<file path="config.mk">
export PLATFORM = sky130hd
export DESIGN_NAME = readReorderTop
export DESIGN_NICKNAME = d
export VERILOG_FILES = /design/src/hw/reorder_pkg.sv /design/src/hw/dualPortRam.sv /design/src/hw/readReorderTop.sv /design/src/hw/reorderScoreboard.sv /design/src/hw/requestIssuer.sv /design/src/hw/responseEmitter.sv
export VERILOG_INCLUDE_DIRS = /design/src /design/src/hw
export SDC_FILE = /design/constraint.sdc
export NUM_CORES = 1
export LEC_CHECK = 0
export BUFFER_PORTS_ARGS = -buffer_cell sky130_fd_sc_hd__buf_2
export CORE_ASPECT_RATIO = 2
export CORE_UTILIZATION = 35
export CTS_CLUSTER_SIZE = 20
export DETAILED_ROUTE_END_ITERATION = 12
export GPL_TIMING_DRIVEN = 0
export SYNTH_ARGS = -nofsm -noshare
export SYNTH_HDL_FRONTEND = slang
export SYNTH_SLANG_ARGS = --single-unit
</file>
<file path="constraint.sdc">
create_clock -name clk -period 6.5 [get_ports clk]
set_input_delay 0.65 -clock clk [delete_from_list [all_inputs] [get_ports clk]]
set_output_delay 0.65 -clock clk [all_outputs]
set_load 0.03 [all_outputs]
</file>
<file path="src/hw/reorder_defines.svh">
/*
  Sizing for the read reorder unit. RR_N_ENTRIES must be a power of two
  because slot pointers wrap by overflow. One slot always stays empty,
  so at most RR_N_ENTRIES-1 reads can be outstanding.
*/
`ifndef REORDER_DEFINES_SVH
`define REORDER_DEFINES_SVH

// Scoreboard depth, which also sets the memory tag width
`define RR_N_ENTRIES 16

// Width of a read data word returned by memory
`define RR_DATA_BITS 32

// Client metadata carried around memory untouched
`define RR_META_BITS 8

`define RR_ADDR_BITS 16

`endif

</file>
<file path="src/hw/reorder_pkg.sv">
/*
  Types shared by the reorder unit. All widths come from the defines
  header, and the tag width is derived from the entry count.
*/
`default_nettype none

`include "reorder_defines.svh"

package reorder_pkg;

    // Plain vectors for the fields that carry a meaning
    typedef logic [`RR_ADDR_BITS-1:0] addrT;
    typedef logic [`RR_DATA_BITS-1:0] dataT;
    typedef logic [`RR_META_BITS-1:0] metaT;

    // A scoreboard slot index, also used as the tag seen by memory
    typedef logic [$clog2(`RR_N_ENTRIES)-1:0] tagT;

    // Read request as the client issues it
    typedef struct packed {
        addrT addr;
        metaT meta;
    } reqT;

    // Request toward memory with the slot index as its tag
    typedef struct packed {
        addrT addr;
        tagT  tag;
    } memReqT;

    // Memory answer, which may arrive in any order
    typedef struct packed {
        tagT  tag;
        dataT data;
    } memRspT;

    // Ordered response joined with the saved metadata
    typedef struct packed {
        metaT meta;
        dataT data;
    } respT;

endpackage

`default_nettype wire

</file>
<file path="src/hw/dualPortRam.sv">
/*
  Simple dual-port storage with one write port and one registered read
  port. A read of the address being written in the same cycle returns
  the old contents. The array has no reset.
*/
`timescale 1ns/1ps
`default_nettype none

`include "reorder_defines.svh"

module dualPortRam #(
    parameter int nEntries = `RR_N_ENTRIES,
    parameter int dataBits = `RR_DATA_BITS
) (
    input  wire logic                        clk,
    input  wire logic                        wrEn,
    input  wire logic [$clog2(nEntries)-1:0] wrAddr,
    input  wire logic [dataBits-1:0]         wrData,
    input  wire logic [$clog2(nEntries)-1:0] rdAddr,
    output logic      [dataBits-1:0]         rdData
);

    // Storage array, one word per scoreboard slot
    logic [dataBits-1:0] mem [nEntries];

    // Write and read share one clock
    // The read samples the array before this edge's write takes effect
    always_ff @(posedge clk)
    begin
        if (wrEn)
        begin
            mem[wrAddr] <= wrData;
        end
        rdData <= mem[rdAddr];
    end

endmodule

`default_nettype wire

</file>
<file path="src/hw/readReorderTop.sv">
/*
  Read reorder unit. Memory must answer every request exactly once, at
  most one answer per cycle, and there is no back-pressure toward memory.
  Responses to the client leave in request order.
*/
`timescale 1ns/1ps
`default_nettype none

`include "reorder_defines.svh"

module readReorderTop (
    input  wire logic                 clk,
    input  wire logic                 resetb,
    // Client requests
    input  wire logic                 reqValid,
    input  wire reorder_pkg::reqT     req,
    output logic                      reqReady,
    // Memory side
    output logic                      memReqValid,
    output reorder_pkg::memReqT       memReq,
    input  wire logic                 memRspValid,
    input  wire reorder_pkg::memRspT  memRsp,
    // Client responses
    input  wire logic                 respStall,
    output logic                      respValid,
    output reorder_pkg::respT         resp
);

    import reorder_pkg::*;

    // Allocation handshake between issuer and scoreboard
    logic notFull;
    tagT  enqIdx;
    logic enqEn;
    metaT enqMeta;

    // Ordered head between scoreboard and emitter
    logic notEmpty;
    dataT first;
    metaT firstMeta;
    logic deqEn;

    requestIssuer issuerInst (
        .clk         (clk),
        .resetb      (resetb),
        .reqValid    (reqValid),
        .req         (req),
        .reqReady    (reqReady),
        .notFull     (notFull),
        .enqIdx      (enqIdx),
        .enqEn       (enqEn),
        .enqMeta     (enqMeta),
        .memReqValid (memReqValid),
        .memReq      (memReq)
    );

    // The memory tag is the slot index, so it addresses the data write directly
    reorderScoreboard #(
        .nEntries (`RR_N_ENTRIES),
        .dataBits (`RR_DATA_BITS)
    ) scoreboardInst (
        .clk       (clk),
        .resetb    (resetb),
        .enqEn     (enqEn),
        .enqMeta   (enqMeta),
        .notFull   (notFull),
        .enqIdx    (enqIdx),
        .dataEn    (memRspValid),
        .dataIdx   (memRsp.tag),
        .data      (memRsp.data),
        .deqEn     (deqEn),
        .notEmpty  (notEmpty),
        .first     (first),
        .firstMeta (firstMeta)
    );

    responseEmitter emitterInst (
        .clk       (clk),
        .resetb    (resetb),
        .notEmpty  (notEmpty),
        .first     (first),
        .firstMeta (firstMeta),
        .deqEn     (deqEn),
        .respStall (respStall),
        .respValid (respValid),
        .resp      (resp)
    );

endmodule

`default_nettype wire

</file>
<file path="src/hw/reorderScoreboard.sv">
/*
  Scoreboard that sorts out-of-order read data back into allocation order.
  Metadata is stored when a slot is allocated and data when memory answers.
  nEntries must be a power of two and match the tag width of the package.
  There is no ready toward memory, so a data write is always accepted.
*/
`timescale 1ns/1ps
`default_nettype none

`include "reorder_defines.svh"

module reorderScoreboard #(
    parameter int nEntries = `RR_N_ENTRIES,
    parameter int dataBits = `RR_DATA_BITS
) (
    input  wire logic               clk,
    input  wire logic               resetb,
    // Slot allocation
    input  wire logic               enqEn,
    input  wire reorder_pkg::metaT  enqMeta,
    output logic                    notFull,
    output reorder_pkg::tagT        enqIdx,
    // Data arrival from memory, indexed by the tag
    input  wire logic               dataEn,
    input  wire reorder_pkg::tagT   dataIdx,
    input  wire reorder_pkg::dataT  data,
    // Ordered output
    input  wire logic               deqEn,
    output logic                    notEmpty,
    output reorder_pkg::dataT       first,
    output reorder_pkg::metaT       firstMeta
);

    import reorder_pkg::*;

    // Ring pointers
    // Empty when oldest equals newest and full when newest + 1 equals oldest
    tagT newest;
    tagT oldest;
    tagT oldestNext;

    // One bit per slot that says its data has arrived
    logic [nEntries-1:0] dataValid;
    logic [nEntries-1:0] dataValidNext;

    // Metadata saved at allocation time
    metaT metaMem [nEntries];

    // The newest pointer is the slot that the next request will get
    assign enqIdx  = newest;
    assign notFull = (newest + tagT'(1)) != oldest;

    // Advance the oldest pointer as soon as the head is handed out
    assign oldestNext = oldest + tagT'(deqEn);

    always_ff @(posedge clk)
    begin
        if (!resetb)
        begin
            newest <= '0;
            oldest <= '0;
        end
        else
        begin
            if (enqEn)
            begin
                newest <= newest + tagT'(1);
            end
            oldest <= oldestNext;
        end
    end

    // Data storage is read at the next oldest slot so the head is registered
    dualPortRam #(
        .nEntries (nEntries),
        .dataBits (dataBits)
    ) dataRam (
        .clk    (clk),
        .wrEn   (dataEn),
        .wrAddr (dataIdx),
        .wrData (data),
        .rdAddr (oldestNext),
        .rdData (first)
    );

    // Metadata follows the same read timing as the data storage
    always_ff @(posedge clk)
    begin
        if (enqEn)
        begin
            metaMem[newest] <= enqMeta;
        end
        firstMeta <= metaMem[oldestNext];
    end

    // A dequeue retires the head slot and an arrival marks its slot
    always_comb
    begin
        dataValidNext = dataValid;
        if (deqEn)
        begin
            dataValidNext[oldest] = 1'b0;
        end
        if (dataEn)
        begin
            dataValidNext[dataIdx] = 1'b1;
        end
    end

    // notEmpty looks at the registered valid bits of the next head
    // so it lines up with the registered data and metadata reads
    always_ff @(posedge clk)
    begin
        if (!resetb)
        begin
            dataValid <= '0;
            notEmpty  <= 1'b0;
        end
        else
        begin
            dataValid <= dataValidNext;
            notEmpty  <= dataValid[oldestNext];
        end
    end

    // The issuer must never allocate past the kept-empty slot
    assert property (@(posedge clk) disable iff (!resetb) enqEn |-> notFull)
        else $error("reorderScoreboard: enqueue while full");

    // The emitter may only take the head once its data is present
    assert property (@(posedge clk) disable iff (!resetb) deqEn |-> notEmpty)
        else $error("reorderScoreboard: dequeue while head not ready");

    // Memory answers each tag once, so a second write means a lost response
    assert property (@(posedge clk) disable iff (!resetb) dataEn |-> !dataValid[dataIdx])
        else $error("reorderScoreboard: data written to a slot that is already valid");

endmodule

`default_nettype wire

</file>
<file path="src/hw/requestIssuer.sv">
/*
  Input side of the reorder unit. The client must only pulse reqValid
  while reqReady is high. A request accepted at one edge shows up as a
  one-cycle memReqValid strobe in the following cycle.
*/
`timescale 1ns/1ps
`default_nettype none

module requestIssuer (
    input  wire logic                 clk,
    input  wire logic                 resetb,
    // Client request port
    input  wire logic                 reqValid,
    input  wire reorder_pkg::reqT     req,
    output logic                      reqReady,
    // Allocation port of the scoreboard
    input  wire logic                 notFull,
    input  wire reorder_pkg::tagT     enqIdx,
    output logic                      enqEn,
    output reorder_pkg::metaT         enqMeta,
    // Tagged request toward memory
    output logic                      memReqValid,
    output reorder_pkg::memReqT       memReq
);

    import reorder_pkg::*;

    // Memory request assembled from the client address and the new slot
    memReqT memReqNext;

    // The unit can take a request whenever a slot is free
    assign reqReady = notFull;

    // Allocation happens in the same cycle the request is presented
    // and is gated by notFull so a misbehaving client cannot overrun the ring
    assign enqEn   = reqValid && notFull;
    assign enqMeta = req.meta;

    // The scoreboard hands out its newest pointer as the slot index
    always_comb
    begin
        memReqNext.addr = req.addr;
        memReqNext.tag  = enqIdx;
    end

    // Strobe toward memory follows the allocation by one cycle
    always_ff @(posedge clk)
    begin
        if (!resetb)
        begin
            memReqValid <= 1'b0;
        end
        else
        begin
            memReqValid <= enqEn;
        end
    end

    // Address and tag are only meaningful while memReqValid is high
    always_ff @(posedge clk)
    begin
        if (enqEn)
        begin
            memReq <= memReqNext;
        end
    end

    // The client sees reqReady and must respect it
    // A request while full would be dropped silently by the gating above
    assert property (@(posedge clk) disable iff (!resetb) reqValid |-> notFull)
        else $error("requestIssuer: request presented while scoreboard is full");

endmodule

`default_nettype wire

</file>
<file path="src/hw/responseEmitter.sv">
/*
  Output side of the reorder unit. The head is taken whenever it is ready
  and the client is not stalling. Responses come out one cycle after the
  dequeue with a one-cycle respValid strobe.
*/
`timescale 1ns/1ps
`default_nettype none

module responseEmitter (
    input  wire logic               clk,
    input  wire logic               resetb,
    // Head of the scoreboard
    input  wire logic               notEmpty,
    input  wire reorder_pkg::dataT  first,
    input  wire reorder_pkg::metaT  firstMeta,
    output logic                    deqEn,
    // Client response port
    input  wire logic               respStall,
    output logic                    respValid,
    output reorder_pkg::respT       resp
);

    import reorder_pkg::*;

    // Response built from the current head
    respT respNext;

    // Hold everything in the scoreboard while the client pushes back
    assign deqEn = notEmpty && !respStall;

    always_comb
    begin
        respNext.meta = firstMeta;
        respNext.data = first;
    end

    always_ff @(posedge clk)
    begin
        if (!resetb)
        begin
            respValid <= 1'b0;
        end
        else
        begin
            respValid <= deqEn;
        end
    end

    // The payload only changes when a head is actually taken
    always_ff @(posedge clk)
    begin
        if (deqEn)
        begin
            resp <= respNext;
        end
    end

endmodule

`default_nettype wire

</file>
# Word level (Yosys, flattened, before mapping)
# Memory sizes are Yosys's and may differ from the RTL's. A register that Yosys moved wholly into a read port is not among the register bits.
# Cells that the tools add are included.
# Widths: inputs -> output; s select.
# word_totals
reg_bits	87
memories	2
mem_bits_rw	640
out_inout_bits	63
inputBits	65
# mem_list
memory	depth	word_bits	read_ports	rd_clocked_by_memory_dff	wr	line_no	source
scoreboardInst.dataRam.mem	16	32	1	1	1	dualPortRam.sv:24	logic [dataBits-1:0] mem [nEntries];
scoreboardInst.metaMem	16	8	1	1	1	reorderScoreboard.sv:47	metaT metaMem [nEntries];
# op_classes
n_eq_ne	1
addsub	2
mux	12
bitwise	3
magnitude_cmp	5
reduce_logical	5
# ops
cell	count
$mux 16	2
$and 16x16->16	1
$not 16->16	1
$or 16x16->16	1
$lt 4x5->1 const B	3
$demux 1 s4	2
$ge 4x1->1 const B	2
$mux 1	7
$add 4x1->4	1
$add 4x1->4 const B	1
$bmux 1 s4	1
$logic_and 1x1->1	4
$ne 4x4->1	1
$logic_not 1->1	1

# Logic depth before layout (Yosys ltp)
# depth
ltp_word	9
mapped_depth	9

# Cells and area by module
# From an unflattened synthesis, not the netlist that was laid out.
# unflattened
cells_unflattened	1349
hier_area_um2	28314.7
# by_module_without_submodules
module	area_per_inst_um2	cells_per_inst	n_inst
dualPortRam	19854.0	838	1
reorderScoreboard	6523.8	436	1
responseEmitter	1236.2	43	1
requestIssuer	700.7	32	1

# Least setup slack after synthesis
# OpenSTA, ideal clock, no wires.
# synth_path
kind	input -> register
startpoint	input port memRsp[32] (netlist name)
endpoint	memory scoreboardInst.dataRam.mem[2][0] (netlist name), enable pin
cell_stages	2
t_arrival_ns	4.058
path_slack_ns	1.934
path_cell_list	clkbuf_1 > nor4_1
# synth_lines
element	line_no	source
from (decl)	readReorderTop.sv:22	input wire reorder_pkg::memRspT memRsp,
to (decl)	dualPortRam.sv:24	
# Straight into the memory's write port.

# Worst setup path in the final report
# layout_path
startpoint	register scoreboardInst.notEmpty
endpoint	register scoreboardInst.dataRam.rdData[5], read port of scoreboardInst.dataRam.mem
# layout_via
elab_chain_cells	2
# layout_lines
element	line_no	source
from (decl)	reorderScoreboard.sv:29	output logic notEmpty,
from (signal assigned)	reorderScoreboard.sv:122	notEmpty <= dataValid[oldestNext];
$logic_and 1x1->1	responseEmitter.sv:29	assign deqEn = notEmpty && !respStall;
named net deqEn	readReorderTop.sv:41	logic deqEn;
$add 4x1->4	reorderScoreboard.sv:54	assign oldestNext = oldest + tagT'(deqEn);
named net scoreboardInst.dataRam.rdAddr[1]	dualPortRam.sv:19	input wire logic [$clog2(nEntries)-1:0] rdAddr,
to (decl)	dualPortRam.sv:20	output logic [dataBits-1:0] rdData
# The timed path passes the listed nets, and every way through them passes these cells.
# A chain may end at the register's enable or synchronous reset.

==> results.yml <==
clock_network:
  h-tree-depth: 3
  cts-root-buf: "clkbuf_16"
  insertion_delay_ns: 0.62
  cts_resized: 0
  max-clock-path-buffers: 3
  cts_sinks: 767
  post_cts_buffers: 0
  cts_tree: "done"
  cts_hold_buf: 0
  cts-buffers-inserted: 68
  clk_transition_reported_paths_ns: 0.06
power_and_ir_drop:
  p_leak_nw: 10.8
  pwr-share-clk: 0.406
  power_density_mw_per_mm2: 295
  peakVddDrop_v: 0.000213
  power_frac_comb: 0.034
  swShare: 0.206
  switching_power_mw: 2.03
  pwr-share-seq: 0.560
  p_int_mw: 7.85
placed_design:
  gp_congestion: 0.756
  dp_hpwl_um: 41400
  port_buffers: 124
  place_area_mm2: 0.0313
  dp_cells: 2394
grt:
  grt_max_degree: 41
  gr-total-overflow: 0
  grt_util_met1: 0.179
  grt_pass1_vias: 14000
  grt_busiest_layer: "met2"
  grtUsageMet2: 0.299
  antenna_found_initial: 7
  grtUsageMet3: 0.0303
  track_usage: 0.160
  grt_pass1_wl_um: 94700
setup_path:
  worstPathRequired_ns: 6.97
  cp-start-kind: "register"
  end_kind: "register"
  path_class: "reg2reg"
  crit_fanout: 40
  crit_arrival_ns: 4.46
routing:
  drtPass1Iterations: 5
  antenna_left: 0
  vias: 12900
  drt_wl_total_um: 65400
  viasPerCell: 5.11
  post_drt_wl_per_cell_um: 26.0
  drt-initial-drc-count: 937
  drc: 0
final_layout:
  fin_nets: 1485
  layout-drive-gt1-share: 0.292
  n_antenna_cell: 0
  syn_to_final_growth_pct: 16.7
  final_cells: 2516
  design_area_mm2: 0.0335
timing:
  fmax_mhz: 251
  fin_crit_ns: 3.99
  finalMaxSlewViolations: 0
  finalCritPeriodShare: 0.614
  hold_viol: 0
  clock_skew_ns: 0.0198
  tightest_slew_ns: 1.06
  setup_viol: 0
  rsz0062_at_grt: "false"
  finalSetupTns_ns: 0
  relSlewSlack: 0.289
logic_synthesis:
  yosysTopAreaCell: "edfxtp_1"
  synth-edff-count: 700
  yosysWarnings: 0
  synth_common_cells: "edfxtp_1 (700), mux4_2 (112), mux4_1 (92)"
  yosysUniqueCellTypes: 43
  synth-seq-cells: 767
  synth_area_per_cell_um2: 24.3
  yosysSeqAreaShare: 0.779
  postSynth.asyncResetShare: 0
  synth_cells: 1181
  synth_ff_type: "edfxtp_1"
  synth_nets: 1252
  synth_top_area_share: 0.732
  synth_area_leaders: "edfxtp_1 (73%), mux4_2 (8.8%), mux4_1 (8.4%), dfxtp_1 (4.7%), buf_12 (0.42%)"
  yosysMostFrequentCell: "edfxtp_1"
  syn_area_mm2: 0.0287
outcome:
  status: "complete, no violations"
floorplan:
  start_util: 0.353
  die_area_mm2: 0.0833
  dieHeight_um: 407
  rows: 148
  core_area_mm2: 0.0813
  io_pins: 128
  fp.dieW_um: 205
job:
  maxCapViolations: 0
min_path:
  hp-class: "in2reg"
[power groups by stage]
stage	registers, mW	logic (mW)	clock network [mW]
6_report	5.53	0.335	4.02
5_1_grt	5.54	0.359	4.26
4_1_cts	5.53	0.341	4.12
3_5_place_dp	5.64	0.341	0
3_3_place_gp	5.64	0.310	0
2_1_floorplan	5.66	0.145	0
[per-layer routing]
layer	part of all wire	vias up
met3	0.043	97
met5	0.00087	-
met4	0.022	10
met2	0.56	334
li1	-	5544
met1	0.37	6881
[final cells by class]
type                            instances  area, µm²
Fill cell                            6945      47800
Sequential cell                       767      22400
Multi-Input combinational cell        344       5930
Clock buffer                           95       1950
Tap cell                             1050       1310
Timing Repair Buffer                  163       1220
Buffer                                 58        449
Clock inverter                         27        250
Inverter                               12       45.0
[path summary, 6_finish.rpt]
kind	depth (start not counted)	slack (ns)	startpoint	to
worst max-delay path	9	2.51	scoreboardInst.notEmpty	scoreboardInst.dataRam.rdData[5]
worst min-delay path	1	0.20	req[11]	issuerInst.memReq[7]
worst max register to register	9	2.51	scoreboardInst.notEmpty	scoreboardInst.dataRam.rdData[5]
worst min register to register	0	0.40	scoreboardInst.dataRam.rdData[5]	emitterInst.resp[5]
[registers in the layout (all words and copies together) (netlist names)]
register and count:
scoreboardInst.firstMeta 8, emitterInst.respValid 1, scoreboardInst.dataRam.rdData 32, scoreboardInst.dataValid 16, issuerInst.memReq 20, scoreboardInst.notEmpty 1, scoreboardInst.metaMem 128, emitterInst.resp 40
scoreboardInst.enqIdx 4, scoreboardInst.oldest 4, issuerInst.memReqValid 1, scoreboardInst.dataRam.mem 512
[critical path, cell delays in order (launching register included)]
cell	delay [ns]
dfxtp_1	0.30
nor2b_1	0.12
clkbuf_4	0.20
buf_16	0.23
ha_1	0.25
ha_1	0.35
clkbuf_1	0.64
clkbuf_1	0.77
mux4_2	0.41
mux4_2	0.54
[kinds of logic after synthesis]
family | Yosys count | synth area share
AOI/OAI and AO/OA | 44 | 0.0109
xor gates and xnor gates | 7 | 0.00288
adders and majority gates | 6 | 0.00261
buffers and inverters | 70 | 0.0171
DFF | 767 | 0.779
muxes | 205 | 0.172
and+or+nand+nor | 82 | 0.0156
[per-stage QoR]
step	total power, mW	utilization	hold slack [ns]	worst slack (ns)
final	9.89	0.412	0.198	2.51
after global routing	10.2	0.412	0.168	2.35
after CTS	9.99	0.412	0.154	2.38
after detailed placement	5.98	0.385	0.389	2.02
after global placement	5.95	0.377	0.387	-2.60
after floorplan	5.81	-	0.386	1.93
[cell usage in the layout (no fill, tap or decap), drive strengths merged, types with 7 or more instances in the layout]
cell type and count:
edfxtp 700, mux4 204, buf 197, clkbuf 119
dfxtp 67, inv 19, and3 17, o21a 15
clkinv 15, nor2 12, nand2 10, nand3 9
a21oi 7, o21ai 7
Power figures use the tool's default switching activity.
